**src/source/slm_pkg.sv**
```systemverilog
// frame geometry is fixed here; widths must stay consistent with frame_width/height/count
`default_nettype none

package slm_pkg;

    // ====================
    // frame geometry
    // ====================

    // pixels per line
    localparam int frame_width = 8;
    // lines per frame
    localparam int frame_height = 8;
    // frames held in memory
    localparam int frame_count = 4;
    localparam int mem_depth = frame_count * frame_height * frame_width;

    // accepted read to rd_valid, in cycles
    localparam int read_latency = 2;

    // ====================
    // field widths
    // ====================

    localparam int frame_bits = 2;
    localparam int line_bits = 3;
    localparam int col_bits = 3;
    localparam int pixel_bits = 8;
    localparam int offset_bits = 8;
    // signed room for position +/- offset
    localparam int coord_width = 10;

    // ====================
    // types
    // ====================

    typedef logic [pixel_bits-1:0] pixel_t;
    // frame, line, column from high to low
    typedef logic [frame_bits+line_bits+col_bits-1:0] addr_t;
    typedef logic [frame_bits-1:0] frame_id_t;
    typedef logic [line_bits-1:0] line_id_t;
    typedef logic [col_bits-1:0] col_id_t;
    // magnitude only, sign travels on its own wire
    typedef logic [offset_bits-1:0] offset_t;

    // sent for source positions outside the frame
    localparam pixel_t blank_pixel = '0;

endpackage

`default_nettype wire

```
**src/source/offset_registers.sv**
```systemverilog
// sw[7:0] is the magnitude and sw[9] the sign (0 = right/down); sw[8] is not used
`timescale 1ns/1ps
`default_nettype none

module offset_registers (
    input  wire               CLOCK_50,
    input  wire               delayed_reset,
    input  wire               update_x,
    input  wire               update_y,
    input  wire [9:0]         sw,
    output slm_pkg::offset_t  offset_h,
    output logic              offset_h_sign,
    output slm_pkg::offset_t  offset_v,
    output logic              offset_v_sign
);

    // both pairs load independently, same key cycle allowed
    always_ff @(posedge CLOCK_50 or posedge delayed_reset) begin
        if (delayed_reset) begin
            // no shift after reset
            offset_h      <= '0;
            offset_h_sign <= 1'b0;
            offset_v      <= '0;
            offset_v_sign <= 1'b0;
        end else begin
            // horizontal pair
            if (update_x) begin
                offset_h      <= sw[7:0];
                offset_h_sign <= sw[9];
            end
            // vertical pair
            if (update_y) begin
                offset_v      <= sw[7:0];
                offset_v_sign <= sw[9];
            end
        end
    end

endmodule

`default_nettype wire

```
**src/source/pattern_writer.sv**
```systemverilog
// one fill writes all mem_depth words in order; a trigger while busy is ignored
`timescale 1ns/1ps
`default_nettype none

module pattern_writer (
    input  wire              CLOCK_50,
    input  wire              delayed_reset,
    input  wire              trigger,
    output logic             fill_start,
    output logic             wr_strobe,
    output slm_pkg::addr_t   wr_addr,
    output slm_pkg::pixel_t  wr_data,
    output logic             fill_done,
    output logic             fill_busy
);

    // ====================
    // fill state
    // ====================

    logic           busy;
    slm_pkg::addr_t addr_count;
    logic           last_word;

    // trigger only counts when idle
    assign fill_start = trigger && !busy;

    // final address of the array
    assign last_word = (addr_count == slm_pkg::addr_t'(slm_pkg::mem_depth - 1));

    always_ff @(posedge CLOCK_50 or posedge delayed_reset) begin
        if (delayed_reset) begin
            busy       <= 1'b0;
            addr_count <= '0;
        end else if (fill_start) begin
            // first write lands next cycle at address 0
            busy       <= 1'b1;
            addr_count <= '0;
        end else if (busy) begin
            addr_count <= addr_count + 1'b1;
            if (last_word) begin
                busy <= 1'b0;
            end
        end
    end

    // ====================
    // write port
    // ====================

    // one write per busy cycle
    assign wr_strobe = busy;
    assign wr_addr   = addr_count;
    // pattern is the address itself, so frame/line/col read back from the pixel
    assign wr_data   = slm_pkg::pixel_t'(addr_count);

    // same cycle as the last write
    assign fill_done = busy && last_word;
    assign fill_busy = busy;

endmodule

`default_nettype wire

```
**src/source/line_loader.sv**
```systemverilog
// first pixel comes 3 cycles after the grant edge; grants during issue are ignored, no back-pressure
`timescale 1ns/1ps
`default_nettype none

module line_loader (
    input  wire                 CLOCK_50,
    input  wire                 delayed_reset,
    input  wire                 load_grant,
    input  slm_pkg::line_id_t   line_id,
    input  slm_pkg::frame_id_t  frame_id,
    input  slm_pkg::offset_t    offset_h,
    input  wire                 offset_h_sign,
    input  slm_pkg::offset_t    offset_v,
    input  wire                 offset_v_sign,
    input  wire                 rd_valid,
    input  slm_pkg::pixel_t     rd_data,
    output logic                rd_req,
    output slm_pkg::addr_t      rd_addr,
    output logic                pixel_strobe,
    output slm_pkg::pixel_t     pixel,
    output logic                line_done
);

    // ====================
    // issue stage
    // ====================

    logic               issuing;
    slm_pkg::col_id_t   col;
    logic               last_col;
    logic               accept;

    // request snapshot taken at the grant
    slm_pkg::frame_id_t frame_q;
    slm_pkg::line_id_t  line_q;
    slm_pkg::offset_t   off_h_q;
    slm_pkg::offset_t   off_v_q;
    logic               sign_h_q;
    logic               sign_v_q;

    // source position, signed so out-of-frame shows up as negative or too large
    logic signed [slm_pkg::coord_width-1:0] src_col;
    logic signed [slm_pkg::coord_width-1:0] src_line;
    logic                                   in_range;

    assign accept   = load_grant && !issuing;
    assign last_col = (col == slm_pkg::col_id_t'(slm_pkg::frame_width - 1));

    always_ff @(posedge CLOCK_50 or posedge delayed_reset) begin
        if (delayed_reset) begin
            issuing <= 1'b0;
            col     <= '0;
        end else if (issuing) begin
            // column counter wraps back to 0 after the last slot
            col <= col + 1'b1;
            if (last_col) begin
                issuing <= 1'b0;
            end
        end else if (accept) begin
            issuing <= 1'b1;
            col     <= '0;
        end
    end

    always_ff @(posedge CLOCK_50) begin
        if (accept) begin
            frame_q  <= frame_id;
            line_q   <= line_id;
            off_h_q  <= offset_h;
            off_v_q  <= offset_v;
            sign_h_q <= offset_h_sign;
            sign_v_q <= offset_v_sign;
        end
    end

    // sign 0 moves the picture right/down, so the source sits before the output
    assign src_col  = sign_h_q ? $signed({1'b0, col}) + $signed({1'b0, off_h_q})
                               : $signed({1'b0, col}) - $signed({1'b0, off_h_q});
    assign src_line = sign_v_q ? $signed({1'b0, line_q}) + $signed({1'b0, off_v_q})
                               : $signed({1'b0, line_q}) - $signed({1'b0, off_v_q});

    assign in_range = (src_col >= 0) && (src_col < slm_pkg::frame_width)
                   && (src_line >= 0) && (src_line < slm_pkg::frame_height);

    // blank slots never touch the bus
    assign rd_req  = issuing && in_range;
    assign rd_addr = {frame_q, src_line[slm_pkg::line_bits-1:0], src_col[slm_pkg::col_bits-1:0]};

    // ====================
    // token pipeline
    // ====================

    // one token per slot, lined up with the memory read latency
    logic [slm_pkg::read_latency-1:0] tok_valid;
    logic [slm_pkg::read_latency-1:0] tok_blank;
    logic [slm_pkg::read_latency-1:0] tok_last;
    logic                             tok_out;

    always_ff @(posedge CLOCK_50 or posedge delayed_reset) begin
        if (delayed_reset) begin
            tok_valid <= '0;
            tok_blank <= '0;
            tok_last  <= '0;
        end else begin
            tok_valid <= {tok_valid[slm_pkg::read_latency-2:0], issuing};
            tok_blank <= {tok_blank[slm_pkg::read_latency-2:0], !in_range};
            tok_last  <= {tok_last[slm_pkg::read_latency-2:0], last_col};
        end
    end

    // a read lost to the writer returns no rd_valid and so no pixel
    assign tok_out = tok_valid[slm_pkg::read_latency-1]
                  && (tok_blank[slm_pkg::read_latency-1] || rd_valid);

    always_ff @(posedge CLOCK_50 or posedge delayed_reset) begin
        if (delayed_reset) begin
            pixel_strobe <= 1'b0;
            line_done    <= 1'b0;
        end else begin
            pixel_strobe <= tok_out;
            line_done    <= tok_out && tok_last[slm_pkg::read_latency-1];
        end
    end

    // merge blanks with memory data
    always_ff @(posedge CLOCK_50) begin
        pixel <= tok_blank[slm_pkg::read_latency-1] ? slm_pkg::blank_pixel : rd_data;
    end

endmodule

`default_nettype wire

```
**src/source/bus_arbiter.sv**
```systemverilog
// writer owns the bus from fill_start through fill_done; loader reads during a fill are dropped
`timescale 1ns/1ps
`default_nettype none

module bus_arbiter (
    input  wire              CLOCK_50,
    input  wire              delayed_reset,
    input  wire              fill_start,
    input  wire              fill_done,
    input  wire              wr_strobe,
    input  slm_pkg::addr_t   wr_addr,
    input  slm_pkg::pixel_t  wr_data,
    input  wire              line_load,
    input  wire              rd_req,
    input  slm_pkg::addr_t   rd_addr,
    output logic             load_grant,
    output logic             mem_strobe,
    output logic             mem_write,
    output slm_pkg::addr_t   mem_addr,
    output slm_pkg::pixel_t  mem_wdata
);

    // ====================
    // ownership
    // ====================

    logic writer_owns;
    logic filled_once;

    always_ff @(posedge CLOCK_50 or posedge delayed_reset) begin
        if (delayed_reset) begin
            writer_owns <= 1'b0;
            filled_once <= 1'b0;
        end else if (fill_start) begin
            writer_owns <= 1'b1;
        end else if (fill_done) begin
            // bus returns to the loader after the last write
            writer_owns <= 1'b0;
            filled_once <= 1'b1;
        end
    end

    // fill_start cycle counts as running, its writes begin next cycle
    assign load_grant = line_load && filled_once && !writer_owns && !fill_start;

    // ====================
    // port mux
    // ====================

    assign mem_strobe = writer_owns ? wr_strobe : rd_req;
    // loader only ever reads
    assign mem_write  = writer_owns;
    assign mem_addr   = writer_owns ? wr_addr : rd_addr;
    assign mem_wdata  = wr_data;

endmodule

`default_nettype wire

```
**src/source/frame_memory.sv**
```systemverilog
// single port, no wait state; read data returns read_latency (2) cycles after the strobe
`timescale 1ns/1ps
`default_nettype none

module frame_memory (
    input  wire              CLOCK_50,
    input  wire              delayed_reset,
    input  wire              mem_strobe,
    input  wire              mem_write,
    input  slm_pkg::addr_t   mem_addr,
    input  slm_pkg::pixel_t  mem_wdata,
    output logic             rd_valid,
    output slm_pkg::pixel_t  rd_data
);

    slm_pkg::pixel_t mem [slm_pkg::mem_depth];
    slm_pkg::addr_t  addr_q;
    logic            rd_pend;

    // ====================
    // address stage
    // ====================

    always_ff @(posedge CLOCK_50) begin
        if (mem_strobe && mem_write) begin
            mem[mem_addr] <= mem_wdata;
        end
        // registered read address
        addr_q <= mem_addr;
        // registered output
        rd_data <= mem[addr_q];
    end

    // read flag follows the address through both stages
    always_ff @(posedge CLOCK_50 or posedge delayed_reset) begin
        if (delayed_reset) begin
            rd_pend  <= 1'b0;
            rd_valid <= 1'b0;
        end else begin
            rd_pend  <= mem_strobe && !mem_write;
            rd_valid <= rd_pend;
        end
    end

endmodule

`default_nettype wire

```
**src/source/slm_top.sv**
```systemverilog
// all inputs are clean single-cycle strobes on CLOCK_50; loads are dropped until a fill completes
`timescale 1ns/1ps
`default_nettype none

module slm_top (
    input  wire                 CLOCK_50,
    input  wire                 delayed_reset,
    input  wire                 trigger,
    input  wire                 update_x,
    input  wire                 update_y,
    input  wire [9:0]           sw,
    input  slm_pkg::frame_id_t  frame_id,
    input  wire                 line_load,
    input  slm_pkg::line_id_t   line_id,
    output logic                pixel_strobe,
    output slm_pkg::pixel_t     pixel,
    output logic                line_done,
    output logic                fill_busy
);

    // ====================
    // nets
    // ====================

    // offsets
    slm_pkg::offset_t offset_h;
    slm_pkg::offset_t offset_v;
    logic             offset_h_sign;
    logic             offset_v_sign;

    // writer side
    logic             fill_start;
    logic             fill_done;
    logic             wr_strobe;
    slm_pkg::addr_t   wr_addr;
    slm_pkg::pixel_t  wr_data;

    // loader side
    logic             load_grant;
    logic             rd_req;
    slm_pkg::addr_t   rd_addr;

    // memory port
    logic             mem_strobe;
    logic             mem_write;
    slm_pkg::addr_t   mem_addr;
    slm_pkg::pixel_t  mem_wdata;
    logic             rd_valid;
    slm_pkg::pixel_t  rd_data;

    // ====================
    // instances
    // ====================

    offset_registers offset_registers_inst (
        .CLOCK_50      (CLOCK_50),
        .delayed_reset (delayed_reset),
        .update_x      (update_x),
        .update_y      (update_y),
        .sw            (sw),
        .offset_h      (offset_h),
        .offset_h_sign (offset_h_sign),
        .offset_v      (offset_v),
        .offset_v_sign (offset_v_sign)
    );

    pattern_writer pattern_writer_inst (
        .CLOCK_50      (CLOCK_50),
        .delayed_reset (delayed_reset),
        .trigger       (trigger),
        .fill_start    (fill_start),
        .wr_strobe     (wr_strobe),
        .wr_addr       (wr_addr),
        .wr_data       (wr_data),
        .fill_done     (fill_done),
        .fill_busy     (fill_busy)
    );

    line_loader line_loader_inst (
        .CLOCK_50      (CLOCK_50),
        .delayed_reset (delayed_reset),
        .load_grant    (load_grant),
        .line_id       (line_id),
        .frame_id      (frame_id),
        .offset_h      (offset_h),
        .offset_h_sign (offset_h_sign),
        .offset_v      (offset_v),
        .offset_v_sign (offset_v_sign),
        .rd_valid      (rd_valid),
        .rd_data       (rd_data),
        .rd_req        (rd_req),
        .rd_addr       (rd_addr),
        .pixel_strobe  (pixel_strobe),
        .pixel         (pixel),
        .line_done     (line_done)
    );

    bus_arbiter bus_arbiter_inst (
        .CLOCK_50      (CLOCK_50),
        .delayed_reset (delayed_reset),
        .fill_start    (fill_start),
        .fill_done     (fill_done),
        .wr_strobe     (wr_strobe),
        .wr_addr       (wr_addr),
        .wr_data       (wr_data),
        .line_load     (line_load),
        .rd_req        (rd_req),
        .rd_addr       (rd_addr),
        .load_grant    (load_grant),
        .mem_strobe    (mem_strobe),
        .mem_write     (mem_write),
        .mem_addr      (mem_addr),
        .mem_wdata     (mem_wdata)
    );

    frame_memory frame_memory_inst (
        .CLOCK_50      (CLOCK_50),
        .delayed_reset (delayed_reset),
        .mem_strobe    (mem_strobe),
        .mem_write     (mem_write),
        .mem_addr      (mem_addr),
        .mem_wdata     (mem_wdata),
        .rd_valid      (rd_valid),
        .rd_data       (rd_data)
    );

endmodule

`default_nettype wire

```
**config.mk**
```make
export PLATFORM = sky130hd
export DESIGN_NAME = slm_top
export DESIGN_NICKNAME = d
export VERILOG_FILES = /design/src/source/slm_pkg.sv /design/src/source/offset_registers.sv /design/src/source/pattern_writer.sv /design/src/source/line_loader.sv /design/src/source/bus_arbiter.sv /design/src/source/frame_memory.sv /design/src/source/slm_top.sv
export SDC_FILE = /design/constraint.sdc
export NUM_CORES = 2
export LEC_CHECK = 0
export ABC_CLOCK_PERIOD_IN_PS = 6750
export BUFFER_PORTS_ARGS = -buffer_cell sky130_fd_sc_hd__buf_2
export CORE_UTILIZATION = 31
export CTS_CLUSTER_DIAMETER = 30
export CTS_CLUSTER_SIZE = 40
export DETAILED_ROUTE_END_ITERATION = 10
export MAX_ROUTING_LAYER = met4
export PLACE_DENSITY_LB_ADDON = 0.25
export SLEW_MARGIN = 0
export SYNTH_ARGS = -nofsm -noshare
export SYNTH_HDL_FRONTEND = slang
export SYNTH_SLANG_ARGS = --single-unit
```
**constraint.sdc**
```tcl
create_clock -name CLOCK_50 -period 6.75 [get_ports CLOCK_50]
set_clock_uncertainty 0.2 [all_clocks]
set_input_delay 1.0125 -clock CLOCK_50 [delete_from_list [all_inputs] [get_ports CLOCK_50]]
set_output_delay 1.0125 -clock CLOCK_50 [all_outputs]
set_load 0.1 [all_outputs]
```
==> impl_metrics.csv <==
group,metric,value,unit
status,status,"finished, final reports clean",
synthesis,number_of_synthesized_register_bits,2138,
die,starting_utilization_of_the_core_area,31.26,%
timing,final.period_utilization,75.38,%
placed_design,buffer_ports.inserted,30,
die,core,266000,um^2
die,dieHeight,520.0,um
clock_tree,cts_resized,0,
setup_path,cp_max_fo,8,
synthesis,syn_avg_cell_area,20.99,um^2
timing,report.final.setup_viol,0,
synthesis,syn_inst,3963,
timing,pins_over_slew_limit,0,
min_path,min_path_type,"in2async",
die,top_level_ports,32,
synthesis,netlist_area,83160,um^2
synthesis,ys_dominant_reg_cell,"sky130_fd_sc_hd__edfxtp_1",
timing,rsz_0062_raised_after_global_routing,"no",
global_route,antenna_found_initial,9,
setup_path,ordered_list_of_cells_on_the_worst_path,"inv_1 -> ha_1 -> fa_1 -> nor2b_1 -> a211oi_1 -> a21oi_1 -> inv_1 -> nor2_1 -> nand3_1 -> buf_4 -> nor2_1",
synthesis,yosysWarningCount,0,
synthesis,synth_largest_type_area_fraction,74.78,%
finish,synthesis_to_layout_area_growth,22.43,%
finish,layout_cell_share_with_drive_strength_beyond_1,29.15,%
synthesis,synth.net_count,4003,
setup_path,start_kind,"register",
pwr,powerDensity,472.8,nW/um^2
die,die-area,270300,um^2
timing,worst_slew_pin_slew,1460,ps
global_route,overall_fraction_of_global_route_tracks_in_use,16.61,%
placed_design,placed_cells_incl_taps,7397,
drt,routed_wl,219900,um
run,maxCapViolCount,0,
global_route,first_pass_grt_wire_length,313400,um
global_route,via_count_of_the_first_global_routing_pass,42710,
timing,slew-limit-headroom,2.652,%
setup_path,worstPathArrival,5440,ps
clock_tree,cts_tree,"done",
global_route,grt_start_max_net_pins,209,
setup_path,critPathMaxStageDelay,840,ps
clock_tree,cts_max_level,5,
synthesis,seq_area_frac_synth,76.65,%
synthesis,synth_most_common_cell,"sky130_fd_sc_hd__edfxtp_1",
global_route,gr-total-overflow,0,
die,die_w,520.0,um
clock_tree,insertion_delay,980,ps
synthesis,synth_edf_count,2071,
drt,number_of_drc_markers_in_iteration_0,3396,
synthesis,async_reset_ff_share,2.011,%
setup_path,critical_path.slowest_cell,"sky130_fd_sc_hd__nand3_1",
finish,finalInstanceArea,101800,um^2
pwr,design_power_total,48.14,mW
drt,routedWlPerCell,26.88,um
clock_tree,clkSlewWorstSetupHoldPaths,50,ps
clock_tree,root_buffer,"sky130_fd_sc_hd__clkbuf_16",
drt,final_antenna_net_count,0,
pwr,ir_drop,0.3745,mV
clock_tree,cts_inserted_buffers,430,
drt,vias,41080,
finish,num-fill-cells,23960,
synthesis,synth_cell_type_count,56,
timing,report.final.hold_viol_count,0,
placed_design,dp_hpwl,129300,um
drt,routed_via_density,5.021,
setup_path,worst_ep_required_time,7100,ps
setup_path,setup.worst_path.class,"reg2reg",
timing,fin_crit,5088,ps
drt,drc,0,
synthesis,post_synth_main_area_contributors,"sky130_fd_sc_hd__edfxtp_1 (75%), sky130_fd_sc_hd__mux4_2 (14%), sky130_fd_sc_hd__mux2i_1 (1.8%), sky130_fd_sc_hd__nor2_1 (1.4%), sky130_fd_sc_hd__dfrtp_1 (1.3%)",
synthesis,post_synthesis_cell_type_with_the_largest_combined_area,"sky130_fd_sc_hd__edfxtp_1",
synthesis,synth_top_cells_by_count,"sky130_fd_sc_hd__edfxtp_1 (2071), sky130_fd_sc_hd__mux4_2 (502), sky130_fd_sc_hd__nor2_1 (319)",
placed_design,routabilityCongestion,0.8135,
finish,layout.nets,4341,
placed_design,placedInstanceArea,87340,um^2
finish,final_cells,8182,
die,row_count,189,
timing,totalNegativeSetupSlack,0,ps
drt,first_pass_iters,5,
setup_path,worstSetupEndpointType,"register",
clock_tree,clk_path_buf_depth,4,
timing,max_freq,196.5,MHz
pwr,p_leak,32.65,nW
clock_tree,clock_sinks,2138,
-- layer usage --
metal	GRT usage (%)	vias to the layer above	routed length, um
met5	-	-	0
met4	4.889	0	5308
met3	2.945	325	12620
met2	26.43	1277	107900
met1	21.73	22180	94140
li1	-	17300	-
-- where the power goes --
part           leakage (nW)  internal (mW)  switching [mW]
logic                  6.32           3.49            6.54
clock network          6.92           14.0            6.90
registers              19.4           16.5           0.679
total                  32.7           34.0            14.1
-- cell families after synthesis --
kind of cell	count (synthesis)	synth area share (%)
flops	2138	76.65
mux	675	15.71
simple gates	574	2.943
compound gates	301	2.564
buf+inv	250	1.751
fa+ha+maj	19	0.3220
xor+xnor	6	0.06319
-- registers in the layout, indices dropped and copies added, names as in the netlist, 2 cells and up --
register	flops
frame_memory_inst.mem	2048
line_loader_inst.frame_q	2
line_loader_inst.tok_valid	2
line_loader_inst.col	3
offset_registers_inst.offset_v	8
line_loader_inst.tok_last	2
line_loader_inst.off_v_q	8
line_loader_inst.off_h_q	8
frame_memory_inst.rd_data	8
line_loader_inst.line_q	3
line_loader_inst.pixel	8
offset_registers_inst.offset_h	8
frame_memory_inst.addr_q	8
pattern_writer_inst.wr_addr	8
line_loader_inst.tok_blank	2
-- critical path: cells and delay by family (launching register included) --
family,cells,cell delay (ps)
flip-flops,1,410
AND/OR/NAND/NOR,4,2140
buffers and inverters,3,740
adder cells (fa/ha/maj),2,690
AO/OA/AOI/OAI,2,470
-- final timing paths --
kind | from | to | slack (ps) | cells past startpoint
setup / recovery | line_loader_inst.col[0]$_DFFE_PP0P_ | frame_memory_inst.mem[136][2]$_DFFE_PP_ | 1660 | 11
hold / removal | delayed_reset | line_loader_inst.tok_blank[0]$_DFF_PP0_ | 50 | 2
setup reg to reg | line_loader_inst.col[0]$_DFFE_PP0P_ | frame_memory_inst.mem[136][2]$_DFFE_PP_ | 1660 | 11
hold reg to reg | line_loader_inst.tok_valid[0]$_DFF_PP0_ | line_loader_inst.tok_valid[1]$_DFF_PP0_ | 140 | 0
max in group asynchronous | delayed_reset | pattern_writer_inst.wr_addr[5]$_DFFE_PP0P_ | 5590 | 2
min in group CLOCK_50 | sw[0] | offset_registers_inst.offset_v[0]$_DFFE_PP0P_ | 80 | 2
-- cells in the final DEF, fill, tap and decap left out, types with 18 or more instances in the layout --
cell type	instances
sky130_fd_sc_hd__edfxtp_1	2071
sky130_fd_sc_hd__mux4_2	502
sky130_fd_sc_hd__clkbuf_16	436
sky130_fd_sc_hd__nor2_1	314
sky130_fd_sc_hd__mux2i_1	153
sky130_fd_sc_hd__nand2_1	120
sky130_fd_sc_hd__buf_4	77
sky130_fd_sc_hd__clkinv_2	67
sky130_fd_sc_hd__bufinv_16	58
sky130_fd_sc_hd__clkinvlp_4	53
sky130_fd_sc_hd__clkinv_1	51
sky130_fd_sc_hd__a21oi_1	47
sky130_fd_sc_hd__clkbuf_1	46
sky130_fd_sc_hd__o221ai_1	45
sky130_fd_sc_hd__o21ai_0	42
sky130_fd_sc_hd__clkinv_4	38
sky130_fd_sc_hd__dfrtp_1	35
sky130_fd_sc_hd__nand3_1	33
sky130_fd_sc_hd__o22ai_1	33
sky130_fd_sc_hd__buf_2	30
sky130_fd_sc_hd__nor2b_1	28
sky130_fd_sc_hd__a221oi_1	28
sky130_fd_sc_hd__a211oi_1	27
sky130_fd_sc_hd__inv_1	26
sky130_fd_sc_hd__a22oi_1	26
sky130_fd_sc_hd__inv_6	22
sky130_fd_sc_hd__mux2_2	20
sky130_fd_sc_hd__nor3_1	19
sky130_fd_sc_hd__dfxtp_1	19
sky130_fd_sc_hd__a22o_1	18
-- stage by stage --
step                      utilization (%)  worst slack [ps]  hold WS, ps
after floorplan                         -              1161        131.2
after global placement              32.83              1643        135.1
after detailed placement            32.83              1586        137.1
after CTS                           38.27              1536        5.592
after global routing                38.27              1359        37.05
final                               38.27              1662        54.47
-- what timing repair did --
action,CTS,global route
hold buffers,5,0
buffers inserted,0,0
hold endpoints to repair,5,0
-- area by class of cell --
class | count | area, um^2 | share of cell area (%)
clock buffer | 486 | 11140 | 10.94
multi-input combinational | 1575 | 17990 | 17.67
clock inverter | 293 | 3286 | 3.227
inverter | 29 | 113.9 | 0.1118
antenna | 1 | 2.502 | 0.002458
timing repair buffer | 127 | 1079 | 1.059
sequential | 2138 | 63790 | 62.65
tap | 3533 | 4420 | 4.342
(Power assumes the default switching activity.)
